[src/hdl/spi_counter_pkg.sv]
// shared widths, synchronizer depth, opcode and frame state enums
`default_nettype none

package spi_counter_pkg;

  ////////////////////////////////////////////////////////////
  // widths
  ////////////////////////////////////////////////////////////

  // one command byte per frame
  localparam int BYTE_W = 8;

  // uptime counter and readback word
  localparam int COUNT_W = 32;

  // stages on the sck and ssel chains
  // mosi runs one stage shorter
  localparam int SYNC_DEPTH = 3;

  ////////////////////////////////////////////////////////////
  // types
  ////////////////////////////////////////////////////////////

  // command bytes from the master
  typedef enum logic [BYTE_W-1:0] {
    CMD_CLEAR   = 8'hCC,
    CMD_LED_ON  = 8'hCD,
    CMD_LED_OFF = 8'hCE
  } cmd_opcode_e;

  // control FSM states
  // exec lasts one cycle per received byte
  typedef enum logic [1:0] {
    ST_IDLE,
    ST_FRAME,
    ST_EXEC
  } frame_state_e;

endpackage

`default_nettype wire

[src/hdl/cmd_ctrl.sv]
// cmd_ctrl: frame tracking FSM, opcode decode, led register, clear and capture pulses
`default_nettype none

module cmd_ctrl (
  input  logic                               clk,
  input  logic                               rst,
  input  logic                               frame_start,
  input  logic                               frame_end,
  input  logic                               byte_valid,
  input  logic [spi_counter_pkg::BYTE_W-1:0] rx_byte,
  output logic                               capture,
  output logic                               count_clear,
  output logic                               led
);
  import spi_counter_pkg::*;

  frame_state_e state;
  cmd_opcode_e  cmd_q;

  ////////////////////////////////////////////////////////////
  // frame FSM
  ////////////////////////////////////////////////////////////

  // capture goes out the cycle after frame_start
  // fixed latency, readback differences depend on it
  always_ff @(posedge clk)
  begin
    if (rst)
    begin
      state   <= ST_IDLE;
      capture <= 1'b0;
      led     <= 1'b0;
    end
    else
    begin
      capture <= 1'b0;
      case (state)
        ST_IDLE:
        begin
          if (frame_start)
          begin
            state   <= ST_FRAME;
            capture <= 1'b1;
          end
        end
        ST_FRAME:
        begin
          if (frame_end)
            state <= ST_IDLE;
          else if (byte_valid)
            state <= ST_EXEC;
        end
        ST_EXEC:
        begin
          // led updates here; clear is decoded below
          case (cmd_q)
            CMD_LED_ON:  led <= 1'b1;
            CMD_LED_OFF: led <= 1'b0;
            default:     led <= led;
          endcase
          // ssel may already be gone by now
          state <= frame_end ? ST_IDLE : ST_FRAME;
        end
        default:
        begin
          state <= ST_IDLE;
        end
      endcase
    end
  end

  ////////////////////////////////////////////////////////////
  // command register and clear
  ////////////////////////////////////////////////////////////

  // hold the byte for the exec cycle
  always_ff @(posedge clk)
  begin
    if (byte_valid)
      cmd_q <= cmd_opcode_e'(rx_byte);
  end

  // one cycle high in exec, unknown bytes fall through
  assign count_clear = (state == ST_EXEC) && (cmd_q == CMD_CLEAR);

endmodule

`default_nettype wire

[src/hdl/spi_counter_top.sv]
// spi_counter_top: spi slave pins wired to rx/tx shifters, uptime counter and control FSM
`default_nettype none

module spi_counter_top (
  input  logic clk,
  input  logic rst,
  input  logic sck,
  input  logic ssel,
  input  logic mosi,
  output logic miso,
  output logic led
);
  import spi_counter_pkg::*;

  ////////////////////////////////////////////////////////////
  // internal nets
  ////////////////////////////////////////////////////////////

  logic              frame_start;
  logic              frame_end;
  logic              sck_fall;
  logic              byte_valid;
  logic [BYTE_W-1:0] rx_byte;
  logic              capture;
  logic              count_clear;
  logic [COUNT_W-1:0] count;

  ////////////////////////////////////////////////////////////
  // blocks
  ////////////////////////////////////////////////////////////

  // pins in, frame and byte events out
  spi_rx_shifter rx_shifter_inst (
    .clk         (clk),
    .rst         (rst),
    .sck         (sck),
    .ssel        (ssel),
    .mosi        (mosi),
    .frame_start (frame_start),
    .frame_end   (frame_end),
    .sck_fall    (sck_fall),
    .byte_valid  (byte_valid),
    .rx_byte     (rx_byte)
  );

  // control
  cmd_ctrl cmd_ctrl_inst (
    .clk         (clk),
    .rst         (rst),
    .frame_start (frame_start),
    .frame_end   (frame_end),
    .byte_valid  (byte_valid),
    .rx_byte     (rx_byte),
    .capture     (capture),
    .count_clear (count_clear),
    .led         (led)
  );

  // uptime
  uptime_counter uptime_counter_inst (
    .clk         (clk),
    .rst         (rst),
    .count_clear (count_clear),
    .count       (count)
  );

  // readback to miso, single slave so no tri-state
  spi_tx_shifter tx_shifter_inst (
    .clk      (clk),
    .rst      (rst),
    .capture  (capture),
    .sck_fall (sck_fall),
    .count    (count),
    .miso     (miso)
  );

endmodule

`default_nettype wire

[src/hdl/spi_rx_shifter.sv]
// spi_rx_shifter: pin synchronizers, sck/ssel edge detect, mosi byte assembly
`default_nettype none

module spi_rx_shifter (
  input  logic                               clk,
  input  logic                               rst,
  input  logic                               sck,
  input  logic                               ssel,
  input  logic                               mosi,
  output logic                               frame_start,
  output logic                               frame_end,
  output logic                               sck_fall,
  output logic                               byte_valid,
  output logic [spi_counter_pkg::BYTE_W-1:0] rx_byte
);
  import spi_counter_pkg::*;

  ////////////////////////////////////////////////////////////
  // synchronizers
  ////////////////////////////////////////////////////////////

  logic [SYNC_DEPTH-1:0]     sck_sync;
  logic [SYNC_DEPTH-1:0]     ssel_sync;
  logic [SYNC_DEPTH-2:0]     mosi_sync;
  logic                      sck_rise;
  logic                      ssel_active;
  logic [$clog2(BYTE_W)-1:0] bit_cnt;

  // idle bus values on reset: sck low, ssel high
  always_ff @(posedge clk)
  begin
    if (rst)
    begin
      sck_sync  <= '0;
      ssel_sync <= '1;
      mosi_sync <= '0;
    end
    else
    begin
      sck_sync  <= {sck_sync[SYNC_DEPTH-2:0], sck};
      ssel_sync <= {ssel_sync[SYNC_DEPTH-2:0], ssel};
      mosi_sync <= {mosi_sync[SYNC_DEPTH-3:0], mosi};
    end
  end

  // edges come from the two oldest stages
  assign sck_rise    = (sck_sync[SYNC_DEPTH-1:SYNC_DEPTH-2] == 2'b01);
  assign ssel_active = ~ssel_sync[SYNC_DEPTH-2];

  // ssel is active low, so the frame opens on its falling edge
  assign frame_start = (ssel_sync[SYNC_DEPTH-1:SYNC_DEPTH-2] == 2'b10);
  assign frame_end   = (ssel_sync[SYNC_DEPTH-1:SYNC_DEPTH-2] == 2'b01);

  // tx side only shifts while selected
  assign sck_fall = ssel_active && (sck_sync[SYNC_DEPTH-1:SYNC_DEPTH-2] == 2'b10);

  ////////////////////////////////////////////////////////////
  // byte assembly
  ////////////////////////////////////////////////////////////

  // bit counter parked at zero between frames
  // so a cut-off byte never carries into the next frame
  always_ff @(posedge clk)
  begin
    if (rst || !ssel_active)
      bit_cnt <= '0;
    else if (sck_rise)
      bit_cnt <= bit_cnt + 1'b1;
  end

  // msb first, shift left
  always_ff @(posedge clk)
  begin
    if (ssel_active && sck_rise)
      rx_byte <= {rx_byte[BYTE_W-2:0], mosi_sync[SYNC_DEPTH-2]};
  end

  // pulse one cycle after the 8th rising edge
  always_ff @(posedge clk)
  begin
    if (rst)
      byte_valid <= 1'b0;
    else
      byte_valid <= ssel_active && sck_rise && (bit_cnt == BYTE_W - 1);
  end

endmodule

`default_nettype wire

[src/hdl/spi_tx_shifter.sv]
// spi_tx_shifter: readback word register shifted out msb first on miso
`default_nettype none

module spi_tx_shifter (
  input  logic                                clk,
  input  logic                                rst,
  input  logic                                capture,
  input  logic                                sck_fall,
  input  logic [spi_counter_pkg::COUNT_W-1:0] count,
  output logic                                miso
);
  import spi_counter_pkg::*;

  ////////////////////////////////////////////////////////////
  // readback shift register
  ////////////////////////////////////////////////////////////

  logic [COUNT_W-1:0] tx_word;

  // capture wins over a shift in the same cycle
  // zero fill once the word has gone out
  always_ff @(posedge clk)
  begin
    if (rst)
      tx_word <= '0;
    else if (capture)
      tx_word <= count;
    else if (sck_fall)
      tx_word <= {tx_word[COUNT_W-2:0], 1'b0};
  end

  // master samples before each rising sck,
  // the bit changes after the falling one
  assign miso = tx_word[COUNT_W-1];

endmodule

`default_nettype wire

[src/hdl/uptime_counter.sv]
// uptime_counter: free-running wrapping counter with synchronous clear
`default_nettype none

module uptime_counter (
  input  logic                                clk,
  input  logic                                rst,
  input  logic                                count_clear,
  output logic [spi_counter_pkg::COUNT_W-1:0] count
);
  import spi_counter_pkg::*;

  ////////////////////////////////////////////////////////////
  // counter
  ////////////////////////////////////////////////////////////

  // clear takes priority, zero shows the cycle after the pulse
  // otherwise one step per clk, wraps at all ones
  always_ff @(posedge clk)
  begin
    if (rst || count_clear)
      count <= '0;
    else
      count <= count + COUNT_W'(1);
  end

endmodule

`default_nettype wire

[config.mk]
export PLATFORM = sky130hd
export DESIGN_NAME = spi_counter_top
export DESIGN_NICKNAME = d
export VERILOG_FILES = /design/src/hdl/spi_counter_pkg.sv /design/src/hdl/cmd_ctrl.sv /design/src/hdl/spi_counter_top.sv /design/src/hdl/spi_rx_shifter.sv /design/src/hdl/spi_tx_shifter.sv /design/src/hdl/uptime_counter.sv
export SDC_FILE = /design/constraint.sdc
export NUM_CORES = 1
export LEC_CHECK = 0
export BUFFER_PORTS_ARGS = -buffer_cell sky130_fd_sc_hd__buf_2
export CAP_MARGIN = 5
export CORE_MARGIN = 2
export CORE_UTILIZATION = 30
export DETAILED_ROUTE_END_ITERATION = 8
export GPL_TIMING_DRIVEN = 0
export PLACE_DENSITY = 0.46
export SETUP_SLACK_MARGIN = 0.4
export SYNTH_ARGS = -nofsm -noshare
export SYNTH_HDL_FRONTEND = slang
export SYNTH_HIERARCHICAL = 1
export SYNTH_SLANG_ARGS = --single-unit
[constraint.sdc]
create_clock -name clk -period 2.31 [get_ports clk]
set_input_delay 0.1155 -clock clk [delete_from_list [all_inputs] [get_ports clk]]
set_output_delay 0.1155 -clock clk [all_outputs]
set_load 0.05 [all_outputs]
======== After elaboration in Yosys (flattened, before gate mapping) ========
Index checks and enable logic that the tools add are counted.
storage, ports and cells
  bits in registers ....................... 96
  bits in latches ......................... 0
  memory bits (writable) .................. 0
  ROM bits ................................ 0
  input port bits ......................... 5
  output and inout port bits .............. 2
  word-level logic and storage cells ...... 49
  memories ................................ 0
cells by class
  $add $sub $neg .......................... 2
  multiply operators ...................... 0
  divide/modulo/power cells ............... 0
  magnitude comparators ................... 0
  eq/ne operators ......................... 12
  shift-type cells ........................ 0
  mux-type cells .......................... 9
  bitwise logic cells ..................... 2
  reduce and logical (&&, ||, !) cells .... 12
operators with widths
  cell                                                    count
  2-to-1 mux 32 bit                                       2
  adder 32 x 1 -> 32 bit (second input constant)          1
  equality test 8 bit (second input constant)             3
  equality test 2 x 1 -> 1 bit (second input constant)    3
  equality test 2 bit (second input constant)             3
  2-to-1 mux 2 bit                                        3
  one-hot mux 2 bit (3 select lines)                      1
  logical AND 1 bit                                       4
  AND reduction 2 bit                                     2
  nonzero test 2 bit                                      2
  adder 3 x 1 -> 3 bit (second input constant)            1
  equality test 3 bit (second input constant)             1
  inequality test 3 x 2 -> 1 bit (second input constant)  1
  zero test 2 bit                                         1
  logical OR 1 bit                                        2
  2-to-1 mux 1 bit                                        2
  inequality test 2 x 1 -> 1 bit (second input constant)  1
  inverter 1 bit                                          2
  one-hot mux 1 bit (2 select lines)                      1
  OR reduction 2 bit                                      1

======== Logic depth before layout (Yosys ltp) ========
Gate-level depths: netlist of run 1.
  word-level depth ........................ 4
  mapped depth ............................ 7
  mapped depth without buffers ............ 6

======== Modules after synthesis ========
The synthesis of run 1 kept the hierarchy.
by module, submodules not included
  module          instances  cells each  area an instance (sq um)  seq. area each (sq um)
  spi_tx_shifter  1          142         1661.6                    640.6
  uptime_counter  1          175         1505.2                    640.6
  spi_rx_shifter  1          43          659.4                     480.5
  cmd_ctrl        1          29          449.2                     320.3

======== Worst setup path before layout of run 1 ========
OpenSTA, ideal clock, no wires.
  kind .................................... register -> register
  start point ............................. reg uptime_counter_inst/count[8] in the netlist's numbering
  end point ............................... reg uptime_counter_inst/count[17] in the netlist's numbering
  setup time .............................. 70 ps
  arrival time ............................ 1842 ps
  required time ........................... 2240 ps
  slack ................................... 397 ps
  stages on the path, launching flop included .. 6
  buffers on the path ..................... 1
  clock period less this slack ............ 1913 ps
  path through ............................ dfxtp_1 > nand4_2 > or4_4 > buf_6 > or4_1 > a21oi_1
on the way
  longest elaborated chain between the ends .. 1
ends and longest elaborated chain
  what                    RTL line              source
  from (decl)             uptime_counter.sv:8   output logic [spi_counter_pkg::COUNT_W-1:0] count
  from (signal assigned)  uptime_counter.sv:23  count <= count + COUNT_W'(1);
  adder 32 x 1 -> 32 bit  uptime_counter.sv:23
No other way between the ends.
A chain may end at the register's enable or synchronous reset.

======== Worst setup path in the final report of run 1 ========
  start point ............................. reg uptime_counter_inst/count[5] in the netlist's numbering
  end point ............................... reg uptime_counter_inst/count[28] in the netlist's numbering
Same word-level chain as after synthesis.

==> results of run 1 <==
-- critical path: cells and delay by family, from the launching register on --
family | cells | cell delay, ps
buf+inv | 1 | 160
simple gates | 3 | 1150
flops | 1 | 380
compound gates | 1 | 130
-- kinds of logic (layout without fill, tap and decap cells) --
kind of cell / after synthesis / after routing / share of synthesized area, %
fa+ha+maj: 3 / 3 / 0.878
xor+xnor: 12 / 12 / 2.46
compound gates: 70 / 70 / 14.8
mux: 35 / 35 / 8.19
flops: 96 / 96 / 48.7
simple gates: 146 / 146 / 20.7
buf+inv: 27 / 63 / 4.21
-- routing by layer --
metal / share of wire [%] / vias up
li1: - / 1506
met4: 1.4 / 0
met2: 47 / 38
met1: 48 / 1400
met5: 0 / -
met3: 3.1 / 10
-- layout make-up --
| cell class | count | area [um2] |
|---|---|---|
| buffer | 22 | 170 |
| clock buffer | 9 | 225 |
| clock inverter | 7 | 67.6 |
| fill | 1412 | 8790 |
| inverter | 5 | 18.8 |
| multi-input combinational | 266 | 2110 |
| sequential | 96 | 2130 |
| tap | 180 | 225 |
| timing repair buffer | 20 | 140 |
-- metrics by stage --
stage / TNS, ps / std cells / worst slack, ps / hold slack (ps) / power [uW]
2_1_floorplan: 0 / 389 / 412 / 178 / 1880
3_3_place_gp: 0 / 575 / 12.2 / 304 / 1910
3_5_place_dp: -8.13 / 575 / -8.13 / 305 / 1920
4_1_cts: 0 / 598 / 401 / 179 / 3410
5_1_grt: 0 / 605 / 364 / 202 / 3500
6_report: 0 / 605 / 410 / 177 / 3360
-- flip-flops by register name (all words and copies together) (netlist names) --
name and flops:
uptime_counter_inst/count 32, cmd_ctrl_inst/capture 1, rx_shifter_inst/bit_cnt 3, cmd_ctrl_inst/state 2, cmd_ctrl_inst/led 1, rx_shifter_inst/ssel_sync 3
rx_shifter_inst/rx_byte 8, rx_shifter_inst/mosi_sync 2, tx_shifter_inst/tx_word 32, cmd_ctrl_inst/cmd_q 8, rx_shifter_inst/byte_valid 1, rx_shifter_inst/sck_sync 3
-- repair_timing --
action | CTS | global route
resized for setup | 27 | 28
endpoints found under the hold margin | 3 | 0
endpoints found under the setup margin | 30 | 19
gates cloned | 0 | 1
buffers inserted | 4 | 6
hold buffers | 3 | 0
pin swaps | 4 | 7
-- how the worst min path moves through the flow --
stage	end	slack, ps	cells after the start
2_1_floorplan	cmd_ctrl_inst/state[0]	180	1
3_3_place_gp	rx_shifter_inst/ssel_sync[0]	300	2
3_5_place_dp	rx_shifter_inst/ssel_sync[0]	310	2
4_1_cts	rx_shifter_inst/sck_sync[1]	180	2
5_1_grt	rx_shifter_inst/sck_sync[1]	200	2
6_report	rx_shifter_inst/sck_sync[1]	180	2
-- power by group through the flow --
stage | combinational (uW) | clock, uW | sequential [uW]
global placement | 129 | 0 | 1780
global route | 153 | 1600 | 1740
CTS | 137 | 1530 | 1740
finish | 137 | 1480 | 1740
detailed placement | 131 | 0 | 1780
floorplan | 97.9 | 0 | 1780
-- cells in the mapped netlist, drive strengths merged, types with 12 or more instances --
master | n | area share [%]
a211oi | 31 | 9.0
mux2i | 35 | 8.2
nand2 | 16 | 1.4
o31ai | 12 | 2.1
edfxtp | 16 | 11
buf | 13 | 3.0
nand3 | 12 | 1.4
nor2 | 20 | 1.8
dfxtp | 80 | 37
or4 | 15 | 2.7
nor2b | 36 | 5.3
a21oi | 16 | 2.0
==> flow_summary.ini, run 1 <==
[status]
outcome = finished, final reports clean

[worst_setup_path]
worstPathMaxFanout = 5
r2r_slack_ps = 410
crit_arrival_ps = 2180
worstSetupEndpoint = uptime_counter_inst/count[28]
cp_slowest_cell = or4_4
slowest_delay_ps = 570
crit_start = uptime_counter_inst/count[5]
r2r-start = uptime_counter_inst/count[5]
crit_chain = nand3_4 -> or4_4 -> buf_4 -> or4_1 -> a21oi_1
cp.required_ps = 2590
critical_path_class = flop to flop
reg2regPathDepth = 5
r2r-end = uptime_counter_inst/count[28]
worst_setup_path_end_kind = flop
crit_path_start_kind = flop

[global_routing]
grt_first_pass_wirelength_um = 14100
grt_antenna_before_repair = 0
grt_pass1_vias = 2755
use_met2_pct = 19.3
grt_usage_pct = 12.1
grt-ovfl-total = 0
grt_max_degree = 23
grt_util_met1_pct = 15.6
top_usage_layer = met2
grt.met3_usage_pct = 3.32

[layout]
syn2layout_area_growth_pct = 19.0
final_cell_mix = dfxtp_1, nor2b_1, mux2i_1, a211oi_2, nor2_1
final_common_cell = dfxtp_1
final_cell_area_um2 = 5090
num_antenna_cells = 0
drive_above_1_share_pct = 29.6
final_nets = 428
fin_util_pct = 36.6

[pwr]
intPower_uw = 2540
powerDensity_nw_per_um2 = 660
vdd_ir_drop_max_mv = 0.340
p_clk_share_pct = 44.1
combPwrFrac_pct = 4.1
p_leak_uw = 0.00168
switchingPower_uw = 811
p_sw_share_pct = 24.2
seq_power_share_pct = 51.8

[logic_synthesis]
yosysWarnings = 6
postSynthCellCount = 389
synth_enable_flop_cells = 16
ys_ff_latch = 96
syn-cell-area_um2 = 4280
synthArstFlopShare_pct = 0
yosysUniqueCellTypes = 52
synthesis.nets = 397
yosysSeqAreaShare_pct = 48.7
syn_avg_cell_area_um2 = 11.0
synth_top_flop_cell = dfxtp_1

[place]
placed_cell_area_um2 = 4530
port_buffers = 6
gp_routability_congestion = 0.750
dp_hpwl_um = 5710

[timing]
rsz0062_at_grt = yes
setup_viol = 0
hold_viol = 0
slew_viol_final = 0
period_share_pct = 82.2
fmax_mhz = 526
maxSlewHeadroom_pct = 60.8
clock_skew_ps = 6.30
post-route-min-period_ps = 1900
tightest_slew_ps = 586

[cts]
clk_latency_ps = 350
cts-buffers-inserted = 9
cts_tree = built
clockBufferDepth = 2
cts.sinks = 96
htreeDepth = 3
cts_root_buf = clkbuf_16
clk_pin_slew_ps = 70

[worst_hold_path]
min-delay-path-class = input port to flop
hold_start = rst

[detailed_routing]
first_pass_iters = 5
drc = 0
via_count = 2954
wl_per_cell_um = 14.1
vias_per_cell = 4.88
ant_nets = 0
postRouteWirelength_um = 8510
drt_iter0_drc = 120

[floorplan]
die_w_um = 123
fp-row-count = 43
core_um2 = 13900
initial_core_util_pct = 30.8
pin_count = 7
dieHeight_um = 123
dieArea_um2 = 15200

[job]
drv_cap = 0
Power figures use the tool's default switching activity.
==> inputs of run 2 (changes only) <==
--- a/config.mk
+++ b/config.mk
@@ -11,7 +11,7 @@
 export CORE_UTILIZATION = 30
 export DETAILED_ROUTE_END_ITERATION = 8
 export GPL_TIMING_DRIVEN = 0
-export PLACE_DENSITY = 0.46
+export PLACE_DENSITY = 0.48
 export SETUP_SLACK_MARGIN = 0.4
 export SYNTH_ARGS = -nofsm -noshare
 export SYNTH_HDL_FRONTEND = slang
==> constraint.sdc (replaced) <==
create_clock -name clk -period 1.7 [get_ports clk]
set_input_delay 0.085 -clock clk [delete_from_list [all_inputs] [get_ports clk]]
set_output_delay 0.085 -clock clk [all_outputs]
set_load 0.05 [all_outputs]
==> run 2 against run 1 <==
Compared with the run above:
- the run now ends with setup timing left
- final area up 20%
- combinational power up 93%
- register-to-register slack worse by 550 ps
- count of clock-buffer cells in the layout unchanged
- utilization up 7.3 points
- setup slack worse by 550 ps
- sequential share of layout area down 6.7 points
- fmax up 3.3%
- sequential cell count unchanged
- critical endpoint is now uptime_counter_inst/count[21]
- largest power group unchanged
==> flow_summary.ini, run 2 (synthesized netlist as in run 1, its figures left out) <==
[status]
outcome = finished, violations left
violations = setup timing

[cts]
clk_latency_ps = 350
cts-buffers-inserted = 9
cts.sinks = 96
clockBufferDepth = 2
cts_root_buf = clkbuf_16
clk_pin_slew_ps = 70
htreeDepth = 3
cts_tree = built

[worst_setup_path]
cp.required_ps = 1980
worst_setup_path_end_kind = flop
cp_slowest_cell = or4_4
crit_path_start_kind = flop
r2r-start = uptime_counter_inst/count[8]
worstPathMaxFanout = 8
crit_start = uptime_counter_inst/count[8]
slowest_delay_ps = 490
crit_arrival_ps = 2120
crit_chain = nand4_4 -> or4_4 -> buf_6 -> or4_1 -> a21oi_1
critical_path_class = flop to flop

[global_routing]
grt_usage_pct = 13.9
grt_pass1_vias = 3168
grt_first_pass_wirelength_um = 16200
grt-ovfl-total = 0
grt_max_degree = 23
grt_antenna_before_repair = 0

[detailed_routing]
drc = 0
via_count = 3208
ant_nets = 0
wl_per_cell_um = 15.6
first_pass_iters = 6
vias_per_cell = 4.97
drt_iter0_drc = 155
postRouteWirelength_um = 10000

[timing]
period_share_pct = 108
rsz0062_at_grt = yes
hold_viol = 0
fmax_mhz = 544
holdWs_ps = 162
tightest_slew_ps = 449
setup_viol = 13
clock_skew_ps = 7.93
maxSlewHeadroom_pct = 70.1
setup_ws_ps = -138
slew_viol_final = 0
post-route-min-period_ps = 1840

[place]
gp_routability_congestion = 0.776
dp_hpwl_um = 5860
port_buffers = 6
placed_cell_area_um2 = 4620
place_ws_ps = -520

[layout]
drive_above_1_share_pct = 49.5
syn2layout_area_growth_pct = 42.6
num_antenna_cells = 0
final_nets = 468
final_common_cell = dfxtp_1
reg_top3 = tx_shifter_inst/tx_word (32), uptime_counter_inst/count (32)
final_cell_area_um2 = 6100
final_cell_mix = dfxtp_1, buf_4, nor2b_1, a211oi_2, mux2i_1

[floorplan]
initial_core_util_pct = 30.8
fp-row-count = 43
core_um2 = 13900
die_w_um = 123
dieArea_um2 = 15200
dieHeight_um = 123
pin_count = 7

[job]
drv_cap = 0

[pwr]
vdd_ir_drop_max_mv = 0.451
powerDensity_nw_per_um2 = 773
total_power_uw = 4710
p_leak_uw = 0.00210

[worst_hold_path]
min-delay-path-class = input port to flop
hold_start = rst
run 2: cell count changes in the layout (fill, tap and decap cells not counted), sizes merged:
cell | previous run | this run
inv | 11 | 7
buf | 32 | 69
clkbuf | 16 | 19
clkinv | 0 | 3
bufinv | 0 | 1
run 2: path summary, 6_finish.rpt:
check	end	slack, ps	cells past startpoint
setup reg to reg	uptime_counter_inst/count[21]	-140	5
setup / recovery	uptime_counter_inst/count[21]	-140	5
hold reg to reg	rx_shifter_inst/rx_byte[0]	410	0
hold / removal	rx_shifter_inst/mosi_sync[0]	160	2
run 2: per-stage QoR:
stage          util, %  TNS (ps)  std cells
2_1_floorplan        -     -54.5        389
3_3_place_gp      33.3     -4130        575
3_5_place_dp      33.3     -4130        575
4_1_cts           40.9      -840        629
5_1_grt           43.9     -1710        645
6_report          43.9     -1090        645
run 2: report_power, final:
group	total, uW	internal (uW)	leakage (uW)	switching, uW
Combinational	265	135	0.00115	130
Sequential	2370	2330	0.000807	40.8
Clock	2080	1150	0.000146	922
Total	4710	3620	0.00210	1090
run 2: cell type report:
type | instances | area [um2]
well taps | 180 | 225
repair buffers | 60 | 597
flip-flops and latches | 96 | 2140
inverters | 5 | 18.8
plain buffers | 22 | 267
fillers | 1312 | 7780
multi-input cells | 266 | 2540
clock inverters | 7 | 77.6
clock buffers | 9 | 225
run 2: metal layers:
| layer | vias up | track usage, % | wire length, um |
|---|---|---|---|
| met3 | 12 | 3.32 | 229 |
| li1 | 1582 | - | - |
| met4 | 0 | 6.39 | 220 |
| met1 | 1576 | 17.4 | 4580 |
| met2 | 38 | 22.6 | 5000 |
| met5 | - | 0 | 0 |
run 2: worst max-delay path: cells and delay by family (launching register included):
family / cells / cell delay [ps]
simple gates: 3 / 1100
flops: 1 / 370
buf+inv: 1 / 170
compound gates: 1 / 130
run 2: what timing repair did:
item	4_1_cts	5_1_grt
endpoints found under the setup margin	70	72
endpoints found under the hold margin	3	0
buffers inserted	29	16
hold buffers	3	0
pin swaps	41	29
gates cloned	6	0
gates resized for setup	81	65
